File: config.mk
export PLATFORM = sky130hd
export DESIGN_NAME = joypad_keys
export DESIGN_NICKNAME = d
export VERILOG_FILES = /design/src/hdl/nes_bus_pkg.sv /design/src/hdl/nes_input_pkg.sv /design/src/hdl/joypad_keys.sv
export SDC_FILE = /design/constraint.sdc
export NUM_CORES = 1
export LEC_CHECK = 0
export BUFFER_PORTS_ARGS = -buffer_cell sky130_fd_sc_hd__buf_4
export CAP_MARGIN = 40
export CORE_UTILIZATION = 48
export DETAILED_ROUTE_END_ITERATION = 12
export HOLD_SLACK_MARGIN = 0.02
export PLACE_DENSITY = 0.84
export SLEW_MARGIN = 10
export SYNTH_ARGS = -nofsm -noshare
export SYNTH_HDL_FRONTEND = slang
export SYNTH_SLANG_ARGS = --single-unit
File: constraint.sdc
create_clock -name CLOCK_50 -period 2.78 [get_ports CLOCK_50]
set_clock_uncertainty 0.2 [all_clocks]
set_input_delay 0 -clock CLOCK_50 [delete_from_list [all_inputs] [get_ports CLOCK_50]]
set_output_delay 0 -clock CLOCK_50 [all_outputs]
set_load 0.01 [all_outputs]
File: src/hdl/nes_bus_pkg.sv
package nes_bus_pkg;

	typedef struct packed {
		logic        rd;      // Read strobe
		logic        wr;      // Write strobe
		logic [15:0] addr;
		logic [7:0]  wdata;
	} cpu_bus_t;

	typedef struct packed {
		logic       valid;    // One pulse per OAM byte
		logic [7:0] data;
	} oam_wr_t;

	localparam logic [15:0] ppu_base       = 16'h2000;
	localparam logic [15:0] ppu_top        = 16'h3FFF;  // Registers mirror every 8 bytes
	localparam logic [15:0] ram_top        = 16'h07FF;
	localparam logic [15:0] ram_mirror_top = 16'h1FFF;
	localparam logic [15:0] dma_reg        = 16'h4014;
	localparam logic [15:0] joypad_port    = 16'h4016;

	localparam logic [2:0] ppuctrl_ofs   = 3'd0;
	localparam logic [2:0] ppustatus_ofs = 3'd2;
	localparam logic [2:0] oamaddr_ofs   = 3'd3;
	localparam logic [2:0] oamdata_ofs   = 3'd4;

endpackage

File: src/hdl/nes_input_pkg.sv
package nes_input_pkg;

	// Serial order of the controller port, A shifts out first
	typedef struct packed {
		logic right;
		logic left;
		logic down;
		logic up;
		logic start;
		logic select;
		logic b;
		logic a;
	} joypad_t;

	localparam logic [7:0] code_a      = 8'h22;  // X
	localparam logic [7:0] code_b      = 8'h1A;  // Z
	localparam logic [7:0] code_select = 8'h59;  // Right shift
	localparam logic [7:0] code_start  = 8'h5A;  // Enter
	localparam logic [7:0] code_up     = 8'h1D;  // W
	localparam logic [7:0] code_down   = 8'h1B;  // S
	localparam logic [7:0] code_left   = 8'h1C;  // A
	localparam logic [7:0] code_right  = 8'h23;  // D
	localparam logic [7:0] code_break  = 8'hF0;

endpackage

File: src/hdl/joypad_keys.sv
`timescale 1ns/1ps
module joypad_keys
	import nes_bus_pkg::*;
	import nes_input_pkg::*;
(
	input  logic       CLOCK_50,
	input  logic       reset,
	input  logic [7:0] scancode,
	input  logic       code_valid,
	input  cpu_bus_t   cpu,
	input  logic [7:0] rdata_in,
	output joypad_t    buttons,
	output logic [7:0] last_code,
	output logic [7:0] rdata_out
);
	logic       release_next;
	logic       strobe;
	logic [7:0] shift;
	logic [7:0] resp;
	logic       port_sel;
	joypad_t    key_mask;

	assign port_sel  = cpu.addr == joypad_port;
	assign rdata_out = resp | rdata_in;

	always_comb
	begin
		key_mask = '0;
		case (scancode)
			code_a:      key_mask.a = 1'b1;
			code_b:      key_mask.b = 1'b1;
			code_select: key_mask.select = 1'b1;
			code_start:  key_mask.start = 1'b1;
			code_up:     key_mask.up = 1'b1;
			code_down:   key_mask.down = 1'b1;
			code_left:   key_mask.left = 1'b1;
			code_right:  key_mask.right = 1'b1;
			default:     key_mask = '0;  // Unmapped keys change nothing
		endcase
	end

	always_ff @(posedge CLOCK_50 or posedge reset)
	begin
		if (reset)
		begin
			buttons      <= '0;
			release_next <= 1'b0;
			last_code    <= '0;
			strobe       <= 1'b0;
			shift        <= '0;
			resp         <= '0;
		end
		else
		begin
			resp <= 8'h00;
			if (code_valid)
			begin
				if (scancode == code_break)
					release_next <= 1'b1;  // Next code is a key release
				else
				begin
					release_next <= 1'b0;
					last_code    <= scancode;
					if (release_next)
						buttons <= buttons & ~key_mask;
					else
						buttons <= buttons | key_mask;
				end
			end
			if (cpu.wr && port_sel)
				strobe <= cpu.wdata[0];
			if (strobe)
				shift <= buttons;  // Transparent while strobe is high
			else if (cpu.rd && port_sel)
				shift <= {1'b1, shift[7:1]};  // Ones fill in after the eighth button
			if (cpu.rd && port_sel)
				resp <= {7'b0, shift[0]};
		end
	end

endmodule

[Word level (Yosys, flattened, before mapping)]
Cells that the tools add are included.
Word-level totals
  flip-flop bits (word level): 34
  word-level logic and storage cells: 45
Cells by class
  multiplexer cells: 13
  reductions and logical operators: 4
  equality and inequality tests: 10
  bitwise gates (word level): 5
Operators with widths (count)
  $eq A8 B5 Y1 const B: 4
  $mux W8: 3
  $eq A16 B15 Y1 const B: 1
  $eq A8 B6 Y1 const B: 2
  $eq A8 B7 Y1 const B: 2
  $or A8 B8 Y8: 2
  $mux W1: 10
  $and A8 B8 Y8: 1
  $eq A8 B8 Y1 const B: 1
  $not A8 Y8: 1
  $logic_and A1 B1 Y1: 2
  $reduce_and A2 Y1: 1
  $reduce_bool A2 Y1: 1
  $not A1 Y1: 1

[Longest topological paths before layout]
  depth after elaboration: 5
  mapped depth: 5
  depth with buffers taken out: 4

[Worst setup path after synthesis]
Ideal clock, no wire load.
  path kind: in2reg
  start point: in cpu[18] (netlist name)
  end point: reg strobe
  required time: 2.455 ns
  cell stages on the path: 4
  library setup time: 0.125 ns
  path slack: 1.057 ns
  data arrival time: 1.398 ns
  cells stage by stage: or4_4 -> nor4_4 -> nand2_2 -> mux2_4
On the way
  longest elaborated chain between the ends: 2
RTL lines
  start: declaration: line joypad_keys.sv:10  | input cpu_bus_t cpu,
  $eq A16 B15 Y1: line joypad_keys.sv:23  | assign port_sel = cpu.addr == joypad_port;
  $logic_and A1 B1 Y1: line joypad_keys.sv:70  | if (cpu.wr && port_sel)
  end signal: assignment: line joypad_keys.sv:71  | strobe <= cpu.wdata[0];
  end: declaration: line joypad_keys.sv:17  | logic strobe;
Every way passes these cells.
A chain may end at the register's enable or synchronous reset.

[Worst setup path after layout]
  start point: in cpu[23] (netlist name)
  end point: reg strobe
Same word-level chain as after synthesis.

==> flow_metrics.tcl <==
set metrics [dict create \
    ys_seq_area_frac 0.500 \
    p_leak_nw 0.976 \
    drcViolationCount 0 \
    slew_violations 0 \
    synth_compound_area_frac 0.123 \
    cp_common_cell "dlygate4sd3_1" \
    fp-row-count 18 \
    synth_xor_area_frac 0 \
    hold_path_class "in2reg" \
    grt_pass1_vias 1180 \
    max_cap_viol_count 0 \
    period_minus_slack_ns 2.64 \
    grt-ovfl-total 0 \
    critPathMaxStageDelay_ns 0.59 \
    endpoint_kind "flop" \
    antenna_found_initial 0 \
    ir_worst_vdd_uv 356 \
    ys_types 32 \
    clock-sinks 27 \
    drive_gt1_frac 0.340 \
    start_kind "primary input" \
    area_growth_pct 46.0 \
    worstSetupPathType "in2reg" \
    synth_edf_count 0 \
    core_area_um2 2570 \
    grt_max_degree 18 \
    clock_tree.root_cell "clkbuf_4" \
    dr.pass1.iters 4 \
    period_share 0.950 \
    routed_via_density 5.59 \
    hold_viol_final 0 \
    syn_area_per_cell_um2 10.6 \
    grt_pass1_wl_um 5240 \
    cts_buffer_depth 2 \
    ys_ff_latch 27 \
    wl_per_cell_um 15.5 \
    initial_core_util 0.526 \
    cts_resized 0 \
    die_w_um 55.1 \
    timing.fmax_mhz 378 \
    hp-start "cpu[20]" \
    holdWs_ns 0.0242 \
    htreeDepth 1 \
    worstSetupStartpoint "cpu[23]" \
    final_common_cell "buf_4" \
    crit_required_ns 2.80 \
    yosys.area_share.simple 0.173 \
    setup_tns_ns 0 \
    arrival_ns 2.66 \
    synthFlopType "dfrtp_1" \
    rsz0062_at_grt "no" \
    synth_warnings 0 \
    hpwl_um 2220 \
    die_area_um2 3030 \
    worst-path-max-fanout 10 \
    slew_headroom 0.611 \
    synthesis.nets 172 \
    layout_common_cells "buf_4 (47), dfrtp_1 (27), dlygate4sd3_1 (25), inv_1 (13), o21ai_0 (10)" \
    synth_top_family_by_area "simple AND/OR/NAND/NOR gates" \
    outcome "completed" \
    port-buffer-count 47 \
    finalNetCount 237 \
    synth_area_um2 1350 \
    cts_buffers 3 \
    cts_tree "yes" \
    ios 69 \
    chipHeight_um 55.1 \
    path_clk_slew_ns 0.14 \
    drtAntennaViolNets 0 \
    worstMarginPinSlew_ns 0.580 \
    cp_cell_sequence "dlygate4sd3_1 -> buf_4 -> or4_4 -> nor4_4 -> nand2_2 -> mux2_4 -> dlygate4sd3_1" \
    worstReg2RegStart "strobe" \
    synth_mux_area_frac 0.112 \
    routed_wl_um 3450 \
    grt_usage 0.248 \
    syn_inst 127 \
    vias 1241 \
    clk_latency_ns 0.31 \
    gp_congestion 0.830 \
    async_reset_ff_frac 1.00 \
    synth_adder_area_share 0 \
    cpMaxStageDelayCell "nor4_4" \
    drt_iter0_drc 66 \
    power.density_nw_per_um2 376 \
    finalSetupViolations 0 \
]
==> logic make-up after synthesis <==
| family | after synthesis |
|---|---|
| compound gates | 27 |
| buf+inv | 26 |
| mux | 14 |
| flops | 27 |
| simple gates | 33 |
==> final timing paths <==
kind / depth (start not counted) / end / slack, ns
max: 7 / strobe / 0.14
min: 5 / shift[2] / 0.02
max reg2reg: 2 / strobe / 1.02
min reg2reg: 1 / last_code[6] / 0.34
max in group asynchronous: 4 / asynchronous set/reset pin / 1.86
min in group asynchronous: 3 / asynchronous set/reset pin / 0.06
==> synthesized netlist by cell type, drive strengths merged, types with 3 or more instances <==
| master | n | area (µm²) |
|---|---|---|
| dfrtp | 27 | 676 |
| a22oi | 7 | 52.6 |
| nand2 | 5 | 21.3 |
| nand4 | 3 | 18.8 |
| a31oi | 7 | 43.8 |
| buf | 9 | 60.1 |
| mux2i | 8 | 80.1 |
| nor2 | 3 | 11.3 |
| mux2 | 6 | 71.3 |
| inv | 13 | 48.8 |
| o21ai | 10 | 50.1 |
| clkbuf | 4 | 15.0 |
| nor4 | 4 | 40.0 |
==> layer usage <==
layer  share of wire  vias to the layer above  GRT usage
met2            0.52                       71      0.444
met5               0                        -          0
met4           0.021                        0      0.125
met1            0.40                      587      0.298
li1                -                      577          -
met3           0.065                        6     0.0164
==> metrics by stage <==
stage,instances,worst slack [ns],power (mW),cell area (µm²),utilization
2_1_floorplan,127,1.06,0.485,1350,-
3_3_place_gp,191,0.834,0.542,1670,0.649
3_5_place_dp,192,0.805,0.552,1690,0.660
4_1_cts,221,0.178,0.740,1970,0.768
5_1_grt,221,0.0780,0.774,1970,0.768
6_report,222,0.138,0.741,1970,0.769
==> critical path, delay by kind of cell <==
kind	cells	cell delay, ns
and+or+nand+nor	3	1.13
buffers and inverters	3	1.23
muxes	1	0.30
==> cell type report <==
| cell class | instances | area, µm² |
|---|---|---|
| flip-flops and latches | 27 | 676 |
| repair buffers | 73 | 631 |
| fillers | 178 | 594 |
| multi-input cells | 74 | 552 |
| inverters | 13 | 48.8 |
| well taps | 30 | 37.5 |
| clock buffers | 4 | 26.3 |
| diodes | 1 | 2.50 |
==> repair_timing <==
action	4_1_cts	5_1_grt
setup endpoints to repair	0	0
hold buffers	25	0
endpoints found under the hold margin	61	0
buffers inserted	0	0
==> power by group <==
group          switching [mW]  internal (mW)
sequential             0.0116          0.410
combinational          0.0651         0.0895
clock                   0.109         0.0561
total                   0.186          0.555
No activity file was read; power rests on OpenSTA's default activity.
