<file path="src/hdl/nes_bus_pkg.sv">
package nes_bus_pkg;

	typedef struct packed {
		logic        rd;      // Read strobe
		logic        wr;      // Write strobe
		logic [15:0] addr;
		logic [7:0]  wdata;
	} cpu_bus_t;

	typedef struct packed {
		logic       valid;    // One pulse per OAM byte
		logic [7:0] data;
	} oam_wr_t;

	localparam logic [15:0] ppu_base       = 16'h2000;
	localparam logic [15:0] ppu_top        = 16'h3FFF;  // Registers mirror every 8 bytes
	localparam logic [15:0] ram_top        = 16'h07FF;
	localparam logic [15:0] ram_mirror_top = 16'h1FFF;
	localparam logic [15:0] dma_reg        = 16'h4014;
	localparam logic [15:0] joypad_port    = 16'h4016;

	localparam logic [2:0] ppuctrl_ofs   = 3'd0;
	localparam logic [2:0] ppustatus_ofs = 3'd2;
	localparam logic [2:0] oamaddr_ofs   = 3'd3;
	localparam logic [2:0] oamdata_ofs   = 3'd4;

endpackage

</file>
<file path="src/hdl/ppu_regs.sv">
`timescale 1ns/1ps
module ppu_regs
	import nes_bus_pkg::*;
#(
	parameter int h_total     = 8,
	parameter int v_total     = 10,
	parameter int vblank_line = 8
)
(
	input  logic       CLOCK_50,
	input  logic       reset,
	input  cpu_bus_t   cpu,
	input  logic [7:0] rdata_in,
	input  oam_wr_t    oam_wr,
	output logic [7:0] rdata,
	output logic       nmi_n,
	output logic       hsync,
	output logic       vsync,
	output logic [7:0] oam_addr
);
	localparam int hw = $clog2(h_total);
	localparam int vw = $clog2(v_total);

	logic [hw-1:0] h_cnt;
	logic [vw-1:0] v_cnt;
	logic [vw-1:0] v_next;
	logic          line_end;
	logic          vblank;
	logic          nmi_en;  // PPUCTRL bit 7
	logic          ppu_sel;
	logic [2:0]    reg_ofs;
	logic          oam_we;
	logic [7:0]    oam_wdata;
	logic [7:0]    oam [0:255];
	logic [7:0]    rd_mux;
	logic [7:0]    resp;

	assign line_end  = h_cnt == hw'(h_total - 1);
	assign v_next    = (v_cnt == vw'(v_total - 1)) ? '0 : v_cnt + 1'b1;
	assign hsync     = line_end;
	assign ppu_sel   = (cpu.addr >= ppu_base) && (cpu.addr <= ppu_top);
	assign reg_ofs   = cpu.addr[2:0];  // 8-byte mirror
	assign oam_we    = oam_wr.valid || (cpu.wr && ppu_sel && reg_ofs == oamdata_ofs);
	assign oam_wdata = oam_wr.valid ? oam_wr.data : cpu.wdata;
	assign rdata     = resp | rdata_in;

	always_comb
	begin
		case (reg_ofs)
			ppustatus_ofs: rd_mux = {vblank, 7'b0};
			oamdata_ofs:   rd_mux = oam[oam_addr];
			default:       rd_mux = 8'h00;  // Write-only registers
		endcase
	end

	always_ff @(posedge CLOCK_50)
	begin
		if (oam_we)
			oam[oam_addr] <= oam_wdata;
	end

	always_ff @(posedge CLOCK_50 or posedge reset)
	begin
		if (reset)
		begin
			h_cnt    <= '0;
			v_cnt    <= '0;
			vblank   <= 1'b0;
			nmi_en   <= 1'b0;
			oam_addr <= '0;
			resp     <= '0;
			vsync    <= 1'b0;
			nmi_n    <= 1'b1;
		end
		else
		begin
			h_cnt <= line_end ? '0 : h_cnt + 1'b1;
			if (line_end)
				v_cnt <= v_next;
			vsync <= v_cnt >= vblank_line;  // Same lag as nmi_n
			nmi_n <= ~(vblank && nmi_en);
			resp  <= (cpu.rd && ppu_sel) ? rd_mux : 8'h00;
			if (cpu.rd && ppu_sel && reg_ofs == ppustatus_ofs)
				vblank <= 1'b0;  // Read returns the old flag
			if (line_end && v_next == vblank_line)
				vblank <= 1'b1;
			else if (line_end && v_next == '0)
				vblank <= 1'b0;
			if (cpu.wr && ppu_sel && reg_ofs == ppuctrl_ofs)
				nmi_en <= cpu.wdata[7];
			if (oam_we)
				oam_addr <= oam_addr + 1'b1;
			else if (cpu.wr && ppu_sel && reg_ofs == oamaddr_ofs)
				oam_addr <= cpu.wdata;
		end
	end

endmodule

</file>
<file path="config.mk">
export PLATFORM = sky130hd
export DESIGN_NAME = ppu_regs
export DESIGN_NICKNAME = d
export VERILOG_FILES = /design/src/hdl/nes_bus_pkg.sv /design/src/hdl/ppu_regs.sv
export SDC_FILE = /design/constraint.sdc
export NUM_CORES = 2
export LEC_CHECK = 0
export ABC_AREA = 1
export BUFFER_PORTS_ARGS = -buffer_cell sky130_fd_sc_hd__buf_2
export CELL_PAD_IN_SITES_DETAIL_PLACEMENT = 0
export CELL_PAD_IN_SITES_GLOBAL_PLACEMENT = 2
export CORE_UTILIZATION = 47
export CTS_CLUSTER_DIAMETER = 50
export DETAILED_ROUTE_END_ITERATION = 10
export GPL_TIMING_DRIVEN = 0
export PLACE_DENSITY_LB_ADDON = 0.1
export REMOVE_ABC_BUFFERS = 1
export SYNTH_ARGS = -nofsm -noshare
export SYNTH_HDL_FRONTEND = slang
export SYNTH_SLANG_ARGS = --single-unit
</file>
<file path="constraint.sdc">
create_clock -name CLOCK_50 -period 4.27 [get_ports CLOCK_50]
set_input_delay 0.2135 -clock CLOCK_50 [delete_from_list [all_inputs] [get_ports CLOCK_50]]
set_output_delay 0.2135 -clock CLOCK_50 [all_outputs]
set_load 0.05 [all_outputs]
</file>
Word level (Yosys, flattened, before mapping):

Memory sizes are Yosys's and may differ from the RTL's.
Index checks and enable logic that the tools add are counted.

* memories kept: 1
* register bits after elaboration: 27
* word-level logic and storage cells: 50
* output and inout port bits: 19
* input port bits: 45
* RAM bits: 2048

* add/subtract/negate cells: 3
* order comparisons: 3
* muxes and demuxes: 12
* reduce and logical (&&, ||, !) cells: 15
* eq/ne operators: 6
* bitwise operators: 2

Memory list
* oam: depth 256, width 8, read ports 1, clocked after memory_dff 0, wr ports 1, line ppu_regs.sv:34 `logic [7:0] oam [0:255];`

Operators by type and width (number)
* $mux 8: 4
* $ge 16x14->1 const B: 1
* $le 16x14->1 const B: 1
* $pmux 8 s2: 1
* $logic_and 1x1->1: 10
* $add 8x1->8 const B: 1
* $eq 4x4->1 const B: 2
* $or 8x8->8: 1
* $eq 3x2->1 const B: 2
* $eq 3x3->1 const B: 2
* $mux 1: 5
* $add 4x1->4 const B: 1
* $ge 4x4->1 const B: 1
* $logic_not 4->1: 1
* $mux 4: 1
* $add 3x1->3 const B: 1
* $logic_not 3->1: 1
* $mux 3: 1
* $reduce_bool 3->1: 1
* $reduce_bool 2->1: 1
* $logic_or 1x1->1: 1
* $not 1->1: 1

Logic depth before layout (Yosys ltp):

* word-level depth: 7
* mapped depth: 20
* depth with buffers taken out: 15

Worst setup path before layout:

Ideal clock, no wire load.

* kind: input port to flip-flop
* start point: in oam_wr[8] in the netlist's numbering
* end point: mem oam[0][1] (data pin)
* library setup time: 2.187 ns
* setup slack: -8.268 ns
* path buffers: 1
* required time: 2.083 ns
* data arrival time: 10.351 ns
* stages on the path: 2
* cell sequence: clkbuf_1 -> o21ai_0

* word-level cells in the longest chain between the ends: 1

RTL lines
* from (decl): line ppu_regs.sv:14 `input oam_wr_t oam_wr,`
* $mux 8: line ppu_regs.sv:44 `assign oam_wdata = oam_wr.valid ? oam_wr.data : cpu.wdata;`
* via oam_wdata[1]: line ppu_regs.sv:33 `logic [7:0] oam_wdata;`
* to (decl): line ppu_regs.sv:34

The timed path passes the listed nets, and every way through them passes these cells.

Final worst setup path:

* start point: reg oam_addr[0]
* end point: reg resp[7]

* word-level cells in the longest chain between the ends: 3

RTL lines
* from (decl): line ppu_regs.sv:19 `output logic [7:0] oam_addr`
* from (signal assigned): line ppu_regs.sv:92 `oam_addr <= oam_addr + 1'b1;`
* from (signal assigned): line ppu_regs.sv:94 `oam_addr <= cpu.wdata;`
* $mem_v2 256x8
* $pmux 8 s2: line ppu_regs.sv:49 `case (reg_ofs)`
* $mux 8: line ppu_regs.sv:82 `resp <= (cpu.rd && ppu_sel) ? rd_mux : 8'h00;`
* to (signal assigned): line ppu_regs.sv:82
* to (decl): line ppu_regs.sv:36 `logic [7:0] resp;`

No other way between the ends.
A chain may end at the register's enable or synchronous reset.

==> reports/results.txt <==
initial antenna violation count - 3
Critical Path Max Stage Delay - 0.53 ns
failing checks - negative setup slack
Worst-Skew Late Latency - 0.85 ns
Synthesis Warnings - 0
synth cell count leaders - edfxtp_1, nor2_1, nand2_1
ANT nets after route - 0
Vias/cell - 5.57
CTS tree - built
Pleak - 33.5 nW
final hold vios - 0
DIE AREA - 0.181 mm^2
status - finished, violations left
final critical-path share of the clock period - 105%
final wirelength - 250000 um
final hold slack - 0.0853 ns
number of I/O pins - 64
Die Width - 425 um
sequential area share after synthesis - 73.8%
H-tree depth - 4
largest net degree at the start of global routing - 102
crit path DAT - 5.21 ns
Setup TNS Final - -0.330 ns
Cell Chain, Critical Path - buf_16, buf_16, buf_16, buf_16, buf_16, inv_16, buf_16, buf_16, nand2_1, nand3_1, nand2_1, nand2_1, nand2_1, o21ai_2, nand2_1, nor2_1, nor2_1, nor2_1, nand2_1, nand2_1, nand2_1
VDD IR max - 0.487 mV
crit path from - oam_addr[0]
P per Cell Area - 579 mW/mm^2
worst-path cell with the longest stage delay - dfrtp_4
DRC - 0
Hold Crit Start - cpu[24]
cell total after placement - 9341
Initial Util - 47.3%
post-DP HPWL - 136000 um
min cycle time layout - 4.47 ns
DR pass1 iterations - 6
post-synth top area share - 73.0%
DP Area - 0.0882 mm^2
Congestion Overflow GR - 0
overall global routing resource usage - 27.4%
top post-synthesis cells by area - edfxtp_1, nor2_1, o21ai_0
crit-path max FO - 68
final net count - 7336
initial DRC count - 5427
library cells used by synthesis - 33
Area Overhead vs Synth - 15.7%
worst-case clock buffer depth - 3
layout cell share with drive strength beyond 1 - 10.6%
CTS sink count - 2075
crit path capture type - flip-flop
Die Y - 425 um
CP bufs+invs - 8
fin area - 0.0975 mm^2
PortBufs - 53
GP Congestion - 0.763
r2r startpoint - oam_addr[0]
Hold WC Path Type - primary input to flip-flop
post-route setup slack - -0.202 ns
count leader, synth - edfxtp_1
Post-Syn Area - 0.0843 mm^2
Reg clk slew, reported paths - 0.06 ns
register bit total from synthesis - 2075
Final Util - 54.7%
Via Count - 54700
Final Skew - 0.0267 ns
CP startpoint kind - flip-flop
Syn Inst Count - 7265
critical path required time - 5.01 ns
delay-heaviest family, CP - buffers and inverters
first-pass GRT wire length - 360000 um
RSZ-0062 raised after global routing - yes
FFs w/ async S/R, synth - 1.30%
total CTS buffers - 221
Slew headroom - 19.2%
crit path kind - flip-flop to flip-flop
Fmax - 224 MHz
vias in the first global route - 52000
CTS Root Cell - clkbuf_16
Top cell by count, worst path - nand2_1
Core Area - 0.178 mm^2
Post-synth EDFFs - 2048
Finished Layout Cells - 9824
count of max-cap constraint violations - 0
cell taking the most area after synthesis - edfxtp_1
worst slew pin tran - 1.21 ns
setup violators final - 2
Filler cells - 15000
FP Rows - 155
Synth Flop Type - edfxtp_1
Post-Syn Area per Cell - 11.6 um^2
Max Slew Vio Count - 0
routed length per placed instance - 25.4 um
==> area by class of cell <==
cell class	instances	area (um^2)	share of cell area (%)
sequential	2075	62200	63.8
multi-input combinational	4601	20700	21.3
clock buffer	267	5820	5.97
timing repair buffer	231	4080	4.18
tap	2355	2950	3.02
clock inverter	137	1050	1.08
inverter	153	632	0.648
timing repair inverter	2	17.5	0.0180
antenna	3	7.51	0.00770
==> worst min-delay path, stage by stage <==
cell and delay (ns):
buf_2 0.08, nand2_1 0.06, inv_1 0.07, nand2_1 0.07, inv_1 0.08, nand2_1 0.11, nand2_1 0.10, o21ai_0 0.09
==> flip-flops by register name, summed over array words and instances (netlist names) <==
name      cells
oam        2048
oam_addr      8
resp          8
v_cnt         4
h_cnt         3
nmi_en        1
nmi_n         1
vblank        1
vsync         1
==> path summary, 6_finish.rpt <==
kind	endpoint	slack, ns	cells past startpoint
hold reg to reg	nmi_n	0.42	1
min in group asynchronous	nmi_en	0.52	4
setup reg to reg	resp[7]	-0.20	21
setup / recovery	resp[7]	-0.20	21
max in group asynchronous	resp[2]	3.25	5
hold / removal	oam_addr[7]	0.09	8
==> through the flow <==
step                      worst slack, ns  power [mW]
after floorplan                    -34.71        30.6
after global placement            -101.46        31.3
after detailed placement            -2.01        37.5
after CTS                          -0.364        56.6
after global routing               -0.324        58.8
final                              -0.202        56.4
==> cell usage in the layout (no fill, tap or decap), types with 27 or more instances in the layout <==
cell type  netlist  routed
edfxtp_1      2048    2048
o21ai_0       1052    1039
nor2_1        1850    1632
nand2_1       1253    1243
buf_12           0      61
o21ai_1        164     171
nor2_4           0      83
clkbuf_16        0     227
clkbuf_1       218      39
clkinv_1        13      68
buf_16           0      55
buf_2          146      54
o22ai_1        144     144
inv_1          138     136
clkinv_2         0      44
nand4_1         27      27
nor2_2           1     136
nand3_1         66      49
==> where the power goes <==
group          internal (mW)  switching (mW)
sequential              22.7           0.118
clock                   10.5            7.88
combinational           4.36            10.9
==> per-layer routing <==
metal	wire (um)	GRT usage [%]
met1	107000	38.1
met2	121000	44.6
met3	14600	3.75
met4	7250	8.76
met5	13	0
==> cells by family (layout without fill, tap and decap cells) <==
kind of cell    after synthesis  in the layout  share of synthesized area [%]
compound gates             1375           1375                           8.40
xor+xnor                      2              2                         0.0208
fa+ha+maj                     6              6                         0.0891
buf+inv                     589            790                           3.14
flops                      2075           2075                           73.8
other cells                   0              3                              0
simple gates               3218           3218                           14.6
==> what timing repair did <==
item	4_1_cts	5_1_grt
gates cloned	22	2
setup buffers	24	2
hold buffers	23	1
gates resized for setup	270	60
pin swaps	3	2
hold endpoints to repair	149	10
endpoints found under the setup margin	1701	796
No activity file was read; power rests on OpenSTA's default activity.
