`config.mk`:
```
export PLATFORM = sky130hd
export DESIGN_NAME = ps2_receiver
export DESIGN_NICKNAME = d
export VERILOG_FILES = /design/src/hdl/ps2_receiver.sv
export SDC_FILE = /design/constraint.sdc
export NUM_CORES = 1
export LEC_CHECK = 0
export ABC_CLOCK_PERIOD_IN_PS = 5600
export BUFFER_PORTS_ARGS = -buffer_cell sky130_fd_sc_hd__buf_2
export CAP_MARGIN = 40
export CELL_PAD_IN_SITES_DETAIL_PLACEMENT = 0
export CELL_PAD_IN_SITES_GLOBAL_PLACEMENT = 1
export CORE_ASPECT_RATIO = 0.75
export CORE_MARGIN = 1.5
export CORE_UTILIZATION = 43
export CTS_CLUSTER_DIAMETER = 150
export DETAILED_ROUTE_END_ITERATION = 10
export PLACE_DENSITY_LB_ADDON = 0.3
export SLEW_MARGIN = 10
export SYNTH_ARGS = -nofsm -noshare
export SYNTH_HDL_FRONTEND = slang
export SYNTH_SLANG_ARGS = --single-unit
```
`constraint.sdc`:
```
create_clock -name CLOCK_50 -period 5.6 [get_ports CLOCK_50]
set_input_delay 0.28 -clock CLOCK_50 [delete_from_list [all_inputs] [get_ports CLOCK_50]]
set_output_delay 0.28 -clock CLOCK_50 [all_outputs]
set_load 0.02 [all_outputs]
```
`src/hdl/ps2_receiver.sv`:
```
`timescale 1ns/1ps
module ps2_receiver #(
	parameter int ps2_filter = 4
)
(
	input  logic       CLOCK_50,
	input  logic       reset,
	input  logic       ps2_clk,
	input  logic       ps2_data,
	output logic [7:0] scancode,
	output logic       code_valid
);
	localparam int fw = $clog2(ps2_filter + 1);

	logic [1:0]    clk_sync;
	logic [1:0]    data_sync;
	logic [fw-1:0] stable_cnt;
	logic          clk_level;
	logic          clk_level_d;
	logic          fall;
	logic [3:0]    bit_cnt;
	logic [9:0]    shift;
	logic [10:0]   frame;

	assign fall  = clk_level_d & ~clk_level;
	assign frame = {data_sync[1], shift};  // Stop bit on top of start, data, parity

	always_ff @(posedge CLOCK_50 or posedge reset)
	begin
		if (reset)
		begin
			clk_sync    <= 2'b11;
			data_sync   <= 2'b11;
			stable_cnt  <= '0;
			clk_level   <= 1'b1;  // Idle bus is high
			clk_level_d <= 1'b1;
			bit_cnt     <= '0;
			shift       <= '0;
			scancode    <= '0;
			code_valid  <= 1'b0;
		end
		else
		begin
			clk_sync    <= {clk_sync[0], ps2_clk};
			data_sync   <= {data_sync[0], ps2_data};
			clk_level_d <= clk_level;
			code_valid  <= 1'b0;
			// Level must hold ps2_filter samples before it is taken
			if (clk_sync[1] == clk_level)
				stable_cnt <= '0;
			else if (stable_cnt == fw'(ps2_filter - 1))
			begin
				clk_level  <= clk_sync[1];
				stable_cnt <= '0;
			end
			else
				stable_cnt <= stable_cnt + 1'b1;
			if (fall)
			begin
				if (bit_cnt == 4'd10)
				begin
					bit_cnt <= '0;
					if (!frame[0] && frame[10] && ^frame[9:1])  // Start, stop, odd parity
					begin
						scancode   <= frame[8:1];
						code_valid <= 1'b1;
					end
				end
				else
				begin
					shift   <= {data_sync[1], shift[9:1]};  // LSB first
					bit_cnt <= bit_cnt + 1'b1;
				end
			end
		end
	end

endmodule

```
== Word level (Yosys, flattened, before mapping) ==
Index checks and enable logic that the tools add are counted.

* Register bits: 32
* Latch bits: 0
* Bits in writable memories: 0
* Memories kept: 0
* Input bits: 4
* Memory bits (read-only): 0

* Order comparisons: 0
* Equality and inequality tests: 3
* Bitwise gates (word level): 4
* Shifts and indexed selects: 0
* Add/sub/neg operators: 2
* Reductions and logical operators: 7
* Multiply operators: 0
* Div/mod/pow operators: 0
* Muxes and demuxes: 6

{| class="wikitable"
|+ Operator list
! operator !! number
|-
| 9-bit parity || 1
|-
| 3-bit 2-to-1 mux || 2
|-
| 4-bit by 1-bit adder with 4-bit output (second input constant) || 1
|-
| 4-bit equality test (second input constant) || 1
|-
| 4-bit 2-to-1 mux || 1
|-
| 2-bit AND reduction || 2
|-
| 3-bit by 1-bit adder with 3-bit output (second input constant) || 1
|-
| 3-bit by 2-bit equality test with 1-bit output (second input constant) || 1
|-
| 1-bit 2-to-1 mux || 3
|-
| 1-bit NOT || 3
|-
| 3-bit AND reduction || 1
|-
| 1-bit logical AND || 2
|-
| 1-bit bitwise AND || 1
|-
| 1-bit equality test || 1
|-
| 1-bit logical NOT || 1
|}

== Longest topological paths before layout ==
* Depth in word-level cells: 6
* Depth in mapped cells: 4
* Gate-level depth less buffers: 4

== Worst setup path after synthesis ==
OpenSTA, ideal clock, no wires.

* Path type: register to register
* Start: register clk_level_d
* End: register scancode[0]
* Slack: 3.525 ns
* Arrival time: 1.950 ns
* Data required time: 5.475 ns
* Period minus slack after synthesis: 2.075 ns
* Stages on the path, launching flop included: 5
* Buffers on the path: 0
* Cell sequence: dfstp_2 or2b_2 or4_1 mux2_4 mux2_4

* Longest elaborated chain between the ends: 2

{| class="wikitable"
|+ Ends and longest elaborated chain
! item !! line !! source
|-
| start: declaration || 19 || <nowiki>logic clk_level_d;</nowiki>
|-
| start signal: assignment || 46 || <nowiki>clk_level_d <= clk_level;</nowiki>
|-
| 1-bit bitwise AND || 25 || <nowiki>assign fall = clk_level_d & ~clk_level;</nowiki>
|-
| 3-bit AND reduction (no source line) || -- ||
|-
| end signal: assignment || 65 || <nowiki>scancode <= frame[8:1];</nowiki>
|-
| end: declaration || 10 || <nowiki>output logic [7:0] scancode,</nowiki>
|}

No other way between the ends.
A chain may end at the register's enable or synchronous reset.

== Final worst setup path ==
* Start: register clk_level_d
* End: register scancode[3]

Same word-level chain as after synthesis.

==> metrics.txt <==
# TYPE chip_impl_metric gauge
chip_impl_metric{name="crit_arrival",unit="ns"} 2.31
chip_impl_metric{name="io_buffer_count",unit=""} 12
chip_impl_metric{name="power.ir.vdd_worst",unit="V"} 0.000347
chip_impl_metric{name="layout_worst_path_cycle_share",unit=""} 0.384
chip_impl_metric{name="clk_path_buf_depth",unit=""} 2
chip_impl_metric{name="grt_pass1_vias",unit=""} 731
chip_impl_info{name="grt_setup_unrepaired",value="no"} 1
chip_impl_info{name="startpoint_type",value="register"} 1
chip_impl_metric{name="row_count",unit=""} 17
chip_impl_metric{name="die_width",unit="um"} 68.1
chip_impl_metric{name="antenna_cells",unit=""} 0
chip_impl_metric{name="synth.yosys.warnings",unit=""} 0
chip_impl_info{name="critical_path_class",value="reg2reg"} 1
chip_impl_metric{name="routed_wirelength",unit="mm"} 2.05
chip_impl_metric{name="final_core_util",unit=""} 0.529
chip_impl_metric{name="die_ht",unit="um"} 51.8
chip_impl_info{name="slowest_stage",value="sky130_fd_sc_hd__dfstp_2"} 1
chip_impl_metric{name="drcViolationCount",unit=""} 0
chip_impl_metric{name="grt_start_max_net_pins",unit=""} 33
chip_impl_metric{name="cp_max_fo",unit=""} 8
chip_impl_metric{name="cts_setup_buffers",unit=""} 0
chip_impl_metric{name="initial_antenna_violation_count",unit=""} 0
chip_impl_metric{name="ctsHtreeMaxLevel",unit=""} 2
chip_impl_metric{name="via_count",unit=""} 725
chip_impl_metric{name="slew_headroom",unit=""} 0.396
chip_impl_metric{name="drt_pass1_iterations",unit=""} 4
chip_impl_info{name="r2r-end",value="scancode[3]"} 1
chip_impl_info{name="cts_root_buf",value="sky130_fd_sc_hd__clkbuf_8"} 1
chip_impl_metric{name="timing.fmax",unit="MHz"} 466
chip_impl_metric{name="numCtsBuffers",unit=""} 5
chip_impl_metric{name="post_synth_inst_count",unit=""} 90
chip_impl_metric{name="design.core.area",unit="mm2"} 0.00298
chip_impl_metric{name="numClockSinks",unit=""} 32
chip_impl_metric{name="post_synth.cell_area_avg",unit="um2"} 15.2
chip_impl_info{name="cts_tree",value="yes"} 1
chip_impl_metric{name="grt_first_pass_wirelength",unit="mm"} 3.67
chip_impl_metric{name="final-setup-viol-count",unit=""} 0
chip_impl_metric{name="clock_skew",unit="ns"} 0.00538
chip_impl_metric{name="critPathMaxStageDelay",unit="ns"} 0.54
chip_impl_metric{name="nFillCells",unit=""} 265
chip_impl_metric{name="area_of_combinational_cells_with_multiple_inputs",unit="um2"} 549
chip_impl_metric{name="ctsHoldBuffers",unit=""} 0
chip_impl_metric{name="timing_max_transition_violations_final",unit=""} 0
chip_impl_metric{name="dp_hpwl",unit="mm"} 1.37
chip_impl_metric{name="post_cts_resize_count",unit=""} 0
chip_impl_info{name="worst_path_most_repeated_cell",value="sky130_fd_sc_hd__mux2_4"} 1
chip_impl_metric{name="grt-ovfl-total",unit=""} 0
chip_impl_metric{name="period_minus_slack",unit="ns"} 2.15
chip_impl_metric{name="timing.reg2reg.setup_slack",unit="ns"} 3.45
chip_impl_metric{name="regArea",unit="um2"} 808
chip_impl_metric{name="drc_violation_total_after_the_first_tritonroute_iteration",unit=""} 18
chip_impl_info{name="r2r_start",value="clk_level_d"} 1
chip_impl_metric{name="worst_ep_required_time",unit="ns"} 5.77
chip_impl_metric{name="flow.area_growth_from_synthesis",unit="%"} 15.5
chip_impl_metric{name="drt-wirelength-per-cell",unit="um"} 13.9
chip_impl_metric{name="worst-r2r-cell-count",unit=""} 4
chip_impl_metric{name="yosys_register_bits",unit=""} 32
chip_impl_metric{name="floorplan.die_area",unit="mm2"} 0.00353
chip_impl_metric{name="antenna_left",unit=""} 0
chip_impl_metric{name="synthesis.nets",unit=""} 95
chip_impl_metric{name="synth_area",unit="mm2"} 0.00137
chip_impl_metric{name="place.gp.congestion",unit=""} 0.742
chip_impl_metric{name="power_density",unit="mW/mm2"} 606
chip_impl_metric{name="clkTransAtPathRegs",unit="ns"} 0.07
chip_impl_metric{name="io_pins",unit=""} 13
chip_impl_metric{name="yosysUniqueCellTypes",unit=""} 25
chip_impl_metric{name="synth_sequential_area_ratio",unit=""} 0.592
chip_impl_metric{name="tightestPinTransition",unit="ns"} 0.903
chip_impl_metric{name="ratio_of_cells_with_drive_above_1_in_the_final_layout",unit=""} 0.445
chip_impl_metric{name="setup_tns",unit="ns"} 0
chip_impl_metric{name="track_usage",unit=""} 0.152
chip_impl_info{name="cp_cell_sequence",value="or2b_2 > or4_1 > mux2_4 > mux2_4"} 1
chip_impl_metric{name="maxCapViolCount",unit=""} 0
chip_impl_metric{name="viasPerCell",unit=""} 4.90
chip_impl_metric{name="design.final.nets",unit=""} 114
chip_impl_info{name="run_status",value="finished, final reports clean"} 1
chip_impl_metric{name="initial_core_util",unit=""} 0.458
chip_impl_metric{name="static-leakage-power",unit="uW"} 0.000760
chip_impl_info{name="crit_path_end_kind",value="register"} 1
chip_impl_info{name="hold_path_class",value="in2async"} 1
chip_impl_metric{name="worst_skew_pair.late_latency",unit="ns"} 0.28
chip_impl_metric{name="finalHoldViolations",unit=""} 0
## layout by cell type, fill, tap and decap left out, types with 2 or more instances in the layout
cell / netlist / layout
sky130_fd_sc_hd__mux2_4: 9 / 9
sky130_fd_sc_hd__dfrtp_1: 26 / 26
sky130_fd_sc_hd__nor2b_1: 5 / 5
sky130_fd_sc_hd__clkbuf_8: 0 / 7
sky130_fd_sc_hd__buf_2: 0 / 12
sky130_fd_sc_hd__xnor2_1: 5 / 5
sky130_fd_sc_hd__o21ai_0: 4 / 4
sky130_fd_sc_hd__nor3b_1: 2 / 2
sky130_fd_sc_hd__nand3_1: 2 / 2
sky130_fd_sc_hd__nor4bb_1: 2 / 2
sky130_fd_sc_hd__dfstp_2: 6 / 6
sky130_fd_sc_hd__nand2_1: 3 / 3
sky130_fd_sc_hd__mux2_2: 12 / 12
## critical path, delay by kind of cell (launching register included)
kind	cells	cell delay (ns)
simple gates	2	0.81
flops	1	0.54
mux	2	0.69
## final cells by class
type                       instances  area share
clock buffer                       8      0.0635
sequential                        32       0.513
tap                               38      0.0302
inverter                           1     0.00238
multi-input combinational         56       0.348
timing repair buffer              13      0.0429
## stage by stage
stage                     total power [uW]  setup WS, ns  instances  area, um2  hold slack [ns]
final                                  956          3.45        148       1580           0.0621
after CTS                              971          3.44        148       1580           0.0621
after floorplan                        696          3.52         90       1370            0.284
after detailed placement               772          3.45        140       1480            0.348
after global routing                  1030          3.38        148       1580           0.0749
after global placement                 759          3.48        140       1480            0.345
## cell families after synthesis
| logic type | share of synthesized area |
|---|---|
| multiplexers | 0.198 |
| buffers and inverters | 0.00549 |
| AO/OA/AOI/OAI | 0.0147 |
| adder cells (fa/ha/maj) | 0.00916 |
| AND/OR/NAND/NOR | 0.105 |
| flip-flops | 0.592 |
| XOR/XNOR | 0.0752 |
## sequential cells by signal, summed over array words and instances, names as in the netlist
name,cells
bit_cnt,4
clk_level,1
clk_level_d,1
clk_sync,2
code_valid,1
data_sync,2
scancode,8
shift,10
stable_cnt,3
## per-layer routing
metal,part of all wire,vias to the layer above,GRT usage,wire length (um)
met2,0.40,15,0.189,818
li1,-,353,-,-
met4,0.016,0,0.0700,32
met1,0.53,355,0.220,1080
met5,0,-,0,0
met3,0.057,2,0.0714,116
## cells in the mapped netlist
cell,instances,share of area
sky130_fd_sc_hd__mux2_4,9,0.099
sky130_fd_sc_hd__nor2_1,1,0.0027
sky130_fd_sc_hd__or2b_2,1,0.0064
sky130_fd_sc_hd__nand4bb_1,1,0.0082
sky130_fd_sc_hd__nand3_1,2,0.0073
sky130_fd_sc_hd__nand2b_1,1,0.0046
sky130_fd_sc_hd__nand2_1,3,0.0082
sky130_fd_sc_hd__nand3b_1,1,0.0055
sky130_fd_sc_hd__nor3b_1,2,0.011
sky130_fd_sc_hd__buf_1,1,0.0027
sky130_fd_sc_hd__nor2b_1,5,0.023
sky130_fd_sc_hd__nor4bb_1,2,0.015
sky130_fd_sc_hd__mux2_2,12,0.099
sky130_fd_sc_hd__or4_1,1,0.0055
sky130_fd_sc_hd__xnor3_4,1,0.019
sky130_fd_sc_hd__inv_1,1,0.0027
sky130_fd_sc_hd__xnor2_1,5,0.032
sky130_fd_sc_hd__and3_1,1,0.0046
sky130_fd_sc_hd__dfstp_2,6,0.12
sky130_fd_sc_hd__ha_1,1,0.0092
sky130_fd_sc_hd__o21ai_0,4,0.015
sky130_fd_sc_hd__xor3_1,1,0.017
sky130_fd_sc_hd__xor2_1,1,0.0064
sky130_fd_sc_hd__dfrtp_1,26,0.48
sky130_fd_sc_hd__nor3_1,1,0.0037
## power by group
group / internal [uW] / switching, uW / leakage (uW)
registers: 319 / 79.0 / 0.000396
clock network: 112 / 81.0 / 0.0000515
logic: 227 / 138 / 0.000312
## worst max path at each step
stage                      from     endpoint  slack [ns]  cells after the start
global route        clk_level_d  scancode[3]        3.38                      4
floorplan           clk_level_d  scancode[0]        3.52                      4
finish              clk_level_d  scancode[3]        3.45                      4
global placement    clk_level_d  scancode[5]        3.48                      4
detailed placement  clk_level_d  scancode[0]        3.45                      4
CTS                 clk_level_d  scancode[0]        3.44                      4
(Power assumes the default switching activity.)
