--- src/hdl/hex_driver.sv ---
`timescale 1ns/1ps
module hex_driver
(
	input  logic [3:0] nibble,
	output logic [6:0] segments  // g down to a, low lights
);
	always_comb
	begin
		case (nibble)
			4'h0: segments = 7'b1000000;
			4'h1: segments = 7'b1111001;
			4'h2: segments = 7'b0100100;
			4'h3: segments = 7'b0110000;
			4'h4: segments = 7'b0011001;
			4'h5: segments = 7'b0010010;
			4'h6: segments = 7'b0000010;
			4'h7: segments = 7'b1111000;
			4'h8: segments = 7'b0000000;
			4'h9: segments = 7'b0010000;
			4'hA: segments = 7'b0001000;
			4'hB: segments = 7'b0000011;
			4'hC: segments = 7'b1000110;
			4'hD: segments = 7'b0100001;
			4'hE: segments = 7'b0000110;
			default: segments = 7'b0001110;  // F
		endcase
	end

endmodule

--- config.mk ---
export PLATFORM = sky130hd
export DESIGN_NAME = hex_driver
export DESIGN_NICKNAME = d
export VERILOG_FILES = /design/src/hdl/hex_driver.sv
export SDC_FILE = /design/constraint.sdc
export NUM_CORES = 1
export LEC_CHECK = 0
export ABC_AREA = 1
export BUFFER_PORTS_ARGS = -buffer_cell sky130_fd_sc_hd__buf_2
export CORE_AREA = 2 2 39 41
export DETAILED_ROUTE_END_ITERATION = 8
export DIE_AREA = 0 0 41 43
export GPL_TIMING_DRIVEN = 0
export PLACE_DENSITY = 0.37
export SLEW_MARGIN = 0
export SYNTH_ARGS = -nofsm -noshare
export SYNTH_HDL_FRONTEND = slang
export SYNTH_SLANG_ARGS = --single-unit
--- constraint.sdc ---
create_clock -name vclk -period 0.9
set_clock_uncertainty 0.05 [all_clocks]
set_input_delay 0.045 -clock vclk [all_inputs]
set_output_delay 0.045 -clock vclk [all_outputs]
set_load 0.05 [all_outputs]
After elaboration in Yosys (flattened, before gate mapping)
Memory sizes are Yosys's and may differ from the RTL's.
Cells that the tools add are included.
Word-level totals
  bits of input ports: 4
  word-level logic and storage cells: 1
  register bits: 0
  output and inout bits: 7
  bits in read-only memories: 112
  memories: 1
Memories
  (no name shown): words 16, width 7, rd ports 1, clocked after memory_dff 0, write ports 0, line 9  | case (nibble)

Logic depth before layout (Yosys ltp)
Gate-level depths: netlist (run 1).
An unclocked memory read counts as a cell.
  depth in word-level cells: 1
  depth in mapped cells: 6
  mapped depth without buffers: 6

Worst setup path before layout (run 1)
No wires, ideal clock.
  path kind: input to output
  from: input port nibble[0]
  to: output port segments[2]
  setup slack: -652 ps
  cell stages on the path: 4
  arrival: 1457 ps
  path buffers: 0
  required time: 805 ps
  path through: inv_1 > ha_1 > nand2_1 > o21ai_0
On the way
  longest elaborated chain between the ends: 1
Ends and longest elaborated chain
  start: declaration: line 4  | input logic [3:0] nibble,
  $mem_v2 16x7
  end: declaration: line 5  | output logic [6:0] segments
No other way between the ends.

Worst setup path in the final report (run 1)
  from: input port nibble[0]
  to: output port segments[3]
Same word-level chain as after synthesis.

==> results of run 1 <==
-- critical path, stage by stage --
cell and delay, ns:
buf_12 0.11, clkinv_8 0.07, ha_4 0.27, nand2_2 0.04, nand3_2 0.06, nand2_2 0.06, buf_8 0.14
-- power breakdown --
group	total, µW	switching, µW	internal [µW]
Clock	0	0	0
Sequential	0	0	0
Combinational	367	223	143
Total	367	223	143
-- what timing repair did --
item	CTS	global route
setup buffers	1	0
pin swaps	4	6
resized for setup	38	17
endpoints found under the setup margin	7	5
-- through the flow --
stage	hold WS, ns	total power [µW]	util, %	setup TNS, ns	cells
2_1_floorplan	0.327	190	-	-0.0187	49
3_3_place_gp	0.505	247	25.7	-1.44	75
3_5_place_dp	0.507	245	25.7	-1.37	75
4_1_cts	0.452	328	35.5	0	76
5_1_grt	0.482	391	40.8	-0.106	76
6_report	0.463	367	40.8	0	76
-- logic make-up (layout without fill, tap and decap cells) --
kind of cell	after synthesis	in the layout	synth area share, %
simple gates	30	30	45.7
buf+inv	9	20	15.5
fa+ha+maj	7	7	32.0
compound gates	3	3	6.85
-- Yosys cell counts --
cell	instances
buf_2	1
inv_2	1
o21ai_1	1
nand3_1	10
buf_6	1
o21ai_2	1
o21ai_0	1
nand2_1	20
ha_1	7
inv_1	6
-- layout make-up --
class,count,area (µm²),area share (%)
tap,16,20.0,3.55
timing repair buffer,11,138,24.4
inverter,7,46.3,8.20
buffer,2,16.3,2.88
multi-input combinational,40,344,61.0
-- metal layers --
layer  wire, µm  up-vias
li1           -      178
met1        394      156
met2        420       10
met3         39        0
met4          0        0
met5          0        -
-- worst max path at each step --
| stage | startpoint | to | depth (start not counted) |
|---|---|---|---|
| detailed placement | nibble[0] | segments[3] | 7 |
| floorplan | nibble[0] | segments[2] | 4 |
| finish | nibble[0] | segments[3] | 7 |
| CTS | nibble[0] | segments[0] | 8 |
| global route | nibble[0] | segments[4] | 7 |
| global placement | nibble[0] | segments[3] | 7 |
==> results.yml, run 1 <==
grt:
  grt_usage_pct: 9.79
  use_met3_pct: 0
  grt_use_met1_pct: 14.6
  busiest_layer: "met2"
  grt_pass1_vias: 292
  use_met2_pct: 16.3
  grt_first_pass_wirelength_um: 1280
  grt_max_degree: 11
  overflow: 0
  antenna_found_initial: 0
place:
  hpwl_um: 557
  place_ws_ns: -0.291
  place_congestion: 0.695
  post_dp_cell_area_um2: 355
  portBuffers: 10
critical_path:
  crit_fanout: 5
  critPathKind: "input port to primary output"
  cp-end-kind: "primary output"
  start_kind: "input port"
  cp.arrival_ns: 0.80
  required_ns: 0.81
worst_hold_path:
  min_path_type: "input port to primary output"
  min_to: "segments[6]"
  holdPathStages: 5
  min-delay-start: "nibble[1]"
die:
  rows: 14
  initial_core_util_pct: 19.8
  io_pins: 11
  fp.dieArea_um2: 1760
  core_um2: 1380
  die_h_um: 43
  die_w_um: 41
cells_and_area:
  syn2layout_area_growth_pct: 106
  drive_gt1_share_pct: 63.3
  fillerInstances: 149
  clockBufferCount: 0
  seq_area_um2: 0
  layout_commonest_cell: "nand2_1"
  mostFrequentLayoutCells: "nand2_1 (12), nand2_2 (7), nand3_1 (7), buf_6 (5), ha_4 (5)"
  antenna_cells: 0
  design.seq.count: 0
  fin_nets: 73
  postLayoutCellArea_um2: 564
route:
  drc_errors: 0
  postRouteAntennaNets: 0
  dr_total_vias: 344
  wirelength_um: 854
  drtIter0Drc: 0
  post_drt_wl_per_cell_um: 11.2
  drt_pass1_iterations: 1
  via_per_inst: 4.53
timing:
  finalHoldViolCount: 0
  setup_violations: 0
  relSlewSlack_pct: 87.9
  final.setup.worst_slack_ns: 0.00670
  max_freq_mhz: 1120
  grt_setup_unrepaired: "true"
  slew_viol_final: 0
  worst_pin_slew_ns: 0.182
  layout_min_cycle_time_ns: 0.893
  finalCritPeriodShare_pct: 99.3
outcome:
  status: "finished clean"
synth:
  yosysSeqAreaShare_pct: 0
  synth_area_per_cell_um2: 5.59
  synth_top_area_cell: "ha_1"
  synth_area_leaders: "ha_1 (32%), nand2_1 (27%), nand3_1 (18%), inv_1 (8.2%), buf_6 (4.1%)"
  synth_top_area_share_pct: 32.0
  synth_cells: 49
  yosysUniqueCellTypes: 10
  yosys_warnings: 0
  netlist_area_um2: 274
  syn_nets: 60
power:
  ir_drop_v: 0.000258
  power_density_nw_per_um2: 650
  leakage_uw: 0.000265
run:
  max-cap-violations: 0
clocking:
  cts_hold_buf: 0
No activity file was read; power rests on OpenSTA's default activity.
==> run 2, diff against run 1 <==
==> constraint.sdc (replaced) <==
create_clock -name vclk -period 0.9
set_clock_uncertainty 0.05 [all_clocks]
set_input_delay 0 -clock vclk [all_inputs]
set_output_delay 0 -clock vclk [all_outputs]
set_load 0.05 [all_outputs]
==> run 2 against run 1 <==
Against the previous run:
- sequential cell count stayed put
- fmax is 5.1% higher
- clock-buffer cell count stayed put
- utilization is 11 points lower
- total power is 22% lower
- final cell count is 1.3% lower
==> results.yml, run 2 (synthesized netlist as in run 1, its figures left out) <==
route:
  post_drt_wl_per_cell_um: 10.0
  drc_errors: 0
  postRouteAntennaNets: 0
  wirelength_um: 753
  dr_total_vias: 318
  via_per_inst: 4.24
  drt_pass1_iterations: 3
  drtIter0Drc: 2
grt:
  grt_first_pass_wirelength_um: 1180
  grt_pass1_vias: 264
  use_met3_pct: 0
  grt_usage_pct: 9.39
  use_met2_pct: 15.6
  grt_max_degree: 11
  grt_use_met1_pct: 13.9
  overflow: 0
  busiest_layer: "met2"
  antenna_found_initial: 0
timing:
  final.setup.worst_slack_ns: 0.0497
  hold_ws_ns: 0.399
  max_freq_mhz: 1180
  finalCritPeriodShare_pct: 94.5
  setup_violations: 0
  finalHoldViolCount: 0
  fin_setup_tns_ns: 0
  layout_min_cycle_time_ns: 0.850
  grt_setup_unrepaired: "true"
  slew_viol_final: 0
  worst_pin_slew_ns: 0.182
  relSlewSlack_pct: 87.8
cells_and_area:
  mostFrequentLayoutCells: "nand2_1 (18), nand3_1 (10), buf_4 (5), buf_6 (4), ha_1 (4)"
  layout_commonest_cell: "nand2_1"
  syn2layout_area_growth_pct: 51.1
  fin_nets: 72
  antenna_cells: 0
  seq_area_um2: 0
  multi_input_area_um2: 258
  fillerInstances: 169
  clockBufferCount: 0
  design.seq.count: 0
  drive_gt1_share_pct: 39.0
run:
  max-cap-violations: 0
place:
  portBuffers: 10
  place_ws_ns: -0.193
  hpwl_um: 553
  place_congestion: 0.647
critical_path:
  crit_fanout: 5
  cp-end-kind: "primary output"
  critPathKind: "input port to primary output"
  required_ns: 0.85
  start_kind: "input port"
  cp.arrival_ns: 0.80
outcome:
  status: "finished clean"
power:
  leakage_uw: 0.000228
  ir_drop_v: 0.000188
  power_density_nw_per_um2: 694
worst_hold_path:
  min_path_type: "input port to primary output"
die:
  rows: 14
  die_w_um: 41
  fp.dieArea_um2: 1760
  die_h_um: 43
  core_um2: 1380
  initial_core_util_pct: 19.8
  io_pins: 11
clocking:
  cts_hold_buf: 0
==> run 2: what timing repair did <==
item	CTS	global route
gates resized for setup	13	12
setup endpoints to repair	7	7
pin swaps	0	1
setup buffers	0	0
hold endpoints to repair	0	0
==> run 2: final cells by class <==
cell class | count | share of cell area, %
multi-input combinational | 40 | 62.2
timing repair buffer | 10 | 20.2
inverter | 7 | 8.76
tap | 16 | 4.83
buffer | 2 | 3.93
==> run 2: per-layer routing <==
metal	vias up	routed length, µm
met5	-	0
met1	137	374
met3	0	18
met2	6	360
met4	0	0
li1	175	-
==> run 2: per-stage QoR <==
| stage | util, % | instances | total power [µW] | area [µm²] |
|---|---|---|---|---|
| 2_1_floorplan | - | 49 | 185 | 278 |
| 3_3_place_gp | 25.1 | 75 | 243 | 348 |
| 3_5_place_dp | 25.1 | 75 | 241 | 348 |
| 4_1_cts | 28.0 | 75 | 272 | 388 |
| 5_1_grt | 29.9 | 75 | 310 | 414 |
| 6_report | 29.9 | 75 | 288 | 414 |
==> run 2: final timing paths <==
path	endpoint	cells past startpoint	startpoint	slack, ns
min	segments[2]	3	nibble[3]	0.40
max	segments[3]	8	nibble[1]	0.05
==> run 2: power by group <==
part / internal (µW) / leakage (µW) / total [µW] / switching [µW]
registers: 0 / 0 / 0 / 0
logic: 95.1 / 0.000228 / 288 / 193
clock network: 0 / 0 / 0 / 0
==> run 2: worst max-delay path, cell delays in order <==
cell and delay (ns):
buf_4 0.15, inv_6 0.08, ha_2 0.16, inv_2 0.04, nand2_2 0.07, nand3_1 0.06, nand2_1 0.08, buf_6 0.16
==> run 3, diff against run 2 <==
--- a/config.mk
+++ b/config.mk
@@ -7,11 +7,13 @@
 export LEC_CHECK = 0
 export ABC_AREA = 1
 export BUFFER_PORTS_ARGS = -buffer_cell sky130_fd_sc_hd__buf_2
+export CELL_PAD_IN_SITES_DETAIL_PLACEMENT = 1
+export CELL_PAD_IN_SITES_GLOBAL_PLACEMENT = 1
 export CORE_AREA = 2 2 39 41
 export DETAILED_ROUTE_END_ITERATION = 8
 export DIE_AREA = 0 0 41 43
 export GPL_TIMING_DRIVEN = 0
-export PLACE_DENSITY = 0.37
+export PLACE_DENSITY = 0.52
 export SLEW_MARGIN = 0
 export SYNTH_ARGS = -nofsm -noshare
 export SYNTH_HDL_FRONTEND = slang
==> run 3 against run 2 <==
Against the previous run:
- worst setup slack improved by 0.027 ns
- cell area is 9.4% higher
- non-clock buffer count increased by 1
- global-route usage is 0.40 points lower
- die area did not move
- highest routed layer unchanged
- utilization is 2.8 points higher
- via count increased by 6.0%
- total power grew 3.6%
==> results.yml, run 3 (synthesized netlist as in run 1, its figures left out) <==
place:
  post_dp_cell_area_um2: 348
  hpwl_um: 602
  portBuffers: 10
  place_ws_ns: -0.181
  place_congestion: 0.652
power:
  p_int_uw: 102
  power_frac_seq_pct: 0
  power_density_nw_per_um2: 658
  switchingPower_uw: 196
  power_frac_clock_pct: 0
  leakage_uw: 0.000235
  finalPower_uw: 298
  ir_drop_v: 0.000195
  pwr-share-comb_pct: 100.0
  swShare_pct: 65.9
grt:
  busiest_layer: "met1"
  grt_max_degree: 11
  use_met3_pct: 0
  use_met2_pct: 13.8
  overflow: 0
  grt_use_met1_pct: 14.6
  antenna_found_initial: 0
  grt_first_pass_wirelength_um: 1190
  grt_pass1_vias: 268
  grt_usage_pct: 8.99
timing:
  slew_viol_final: 0
  worst_pin_slew_ns: 0.181
  relSlewSlack_pct: 87.9
  finalCritPeriodShare_pct: 91.4
  layout_min_cycle_time_ns: 0.823
  fin_setup_tns_ns: 0
  finalHoldViolCount: 0
  final.setup.worst_slack_ns: 0.0772
  setup_violations: 0
  grt_setup_unrepaired: "false"
  max_freq_mhz: 1220
critical_path:
  worst_path_largest_cell_delay_ns: 0.19
  required_ns: 0.85
  crit_family: "buffers and inverters"
  path_common_cell: "nand2_1"
  start_kind: "input port"
  path_cells: "buf_6 -> ha_2 -> nand2_2 -> o21ai_1 -> nand2_1 -> nand2_1 -> buf_4"
  crit_fanout: 5
  cp-end-kind: "primary output"
  cp.arrival_ns: 0.77
  crit_path_top_delay_cell: "ha_2"
  critPathKind: "input port to primary output"
  critPathBufInv: 2
route:
  post_drt_wl_per_cell_um: 9.88
  via_per_inst: 4.43
  postRouteAntennaNets: 0
  drt_pass1_iterations: 1
  dr_total_vias: 337
  wirelength_um: 751
  drc_errors: 0
  drtIter0Drc: 0
die:
  fp.dieArea_um2: 1760
  core_um2: 1380
  rows: 14
  io_pins: 11
  die_h_um: 43
  die_w_um: 41
  initial_core_util_pct: 19.8
worst_hold_path:
  holdPathStages: 5
  min-delay-start: "nibble[1]"
  min_to: "segments[6]"
  min_path_type: "input port to primary output"
cells_and_area:
  seq_area_um2: 0
  antenna_cells: 0
  drive_gt1_share_pct: 45.0
  fin_nets: 73
  postLayoutCellArea_um2: 453
  design.seq.count: 0
  clockBufferCount: 0
  mostFrequentLayoutCells: "nand2_1 (17), nand3_1 (10), buf_4 (6), buf_6 (5)"
  syn2layout_area_growth_pct: 65.3
  layout_commonest_cell: "nand2_1"
  fin_util_pct: 32.7
  fillerInstances: 184
clocking:
  cts_hold_buf: 0
outcome:
  status: "finished clean"
run:
  max-cap-violations: 0
## run 3: final cells by class
class	instances	area (µm²)	area share, %
well taps	16	20.0	4.42
plain buffers	2	16.3	3.59
multi-input cells	40	285	63.0
repair buffers	11	95.1	21.0
inverters	7	36.3	8.01
## run 3: metrics by stage
stage | hold WS [ns] | std cells
after global placement | 0.420 | 75
after floorplan | 0.266 | 49
after global routing | 0.424 | 76
final | 0.390 | 76
after detailed placement | 0.421 | 75
after CTS | 0.402 | 75
## run 3: timing repair
| item | CTS | global route |
|---|---|---|
| endpoints found under the hold margin | 0 | 0 |
| setup endpoints to repair | 7 | 7 |
| setup buffers | 0 | 1 |
| pin swaps | 0 | 1 |
| gates resized for setup | 13 | 19 |
## run 3: worst max path at each step
stage,startpoint,end,slack (ns),depth (start not counted)
CTS,nibble[0],segments[3],-0.002,8
global placement,nibble[0],segments[3],-0.18,7
detailed placement,nibble[0],segments[3],-0.18,7
global route,nibble[0],segments[3],0.006,7
finish,nibble[1],segments[5],0.08,7
floorplan,nibble[0],segments[3],0.01,5
## run 3: power groups by stage
stage	clock (µW)	sequential, µW	combinational, µW
2_1_floorplan	0	0	185
3_3_place_gp	0	0	242
3_5_place_dp	0	0	242
4_1_cts	0	0	274
5_1_grt	0	0	325
6_report	0	0	298
## run 3: routing by layer
layer	wire length (µm)	vias to the layer above
li1	-	175
met1	372	155
met2	349	7
met3	29	0
met4	0	0
met5	0	-
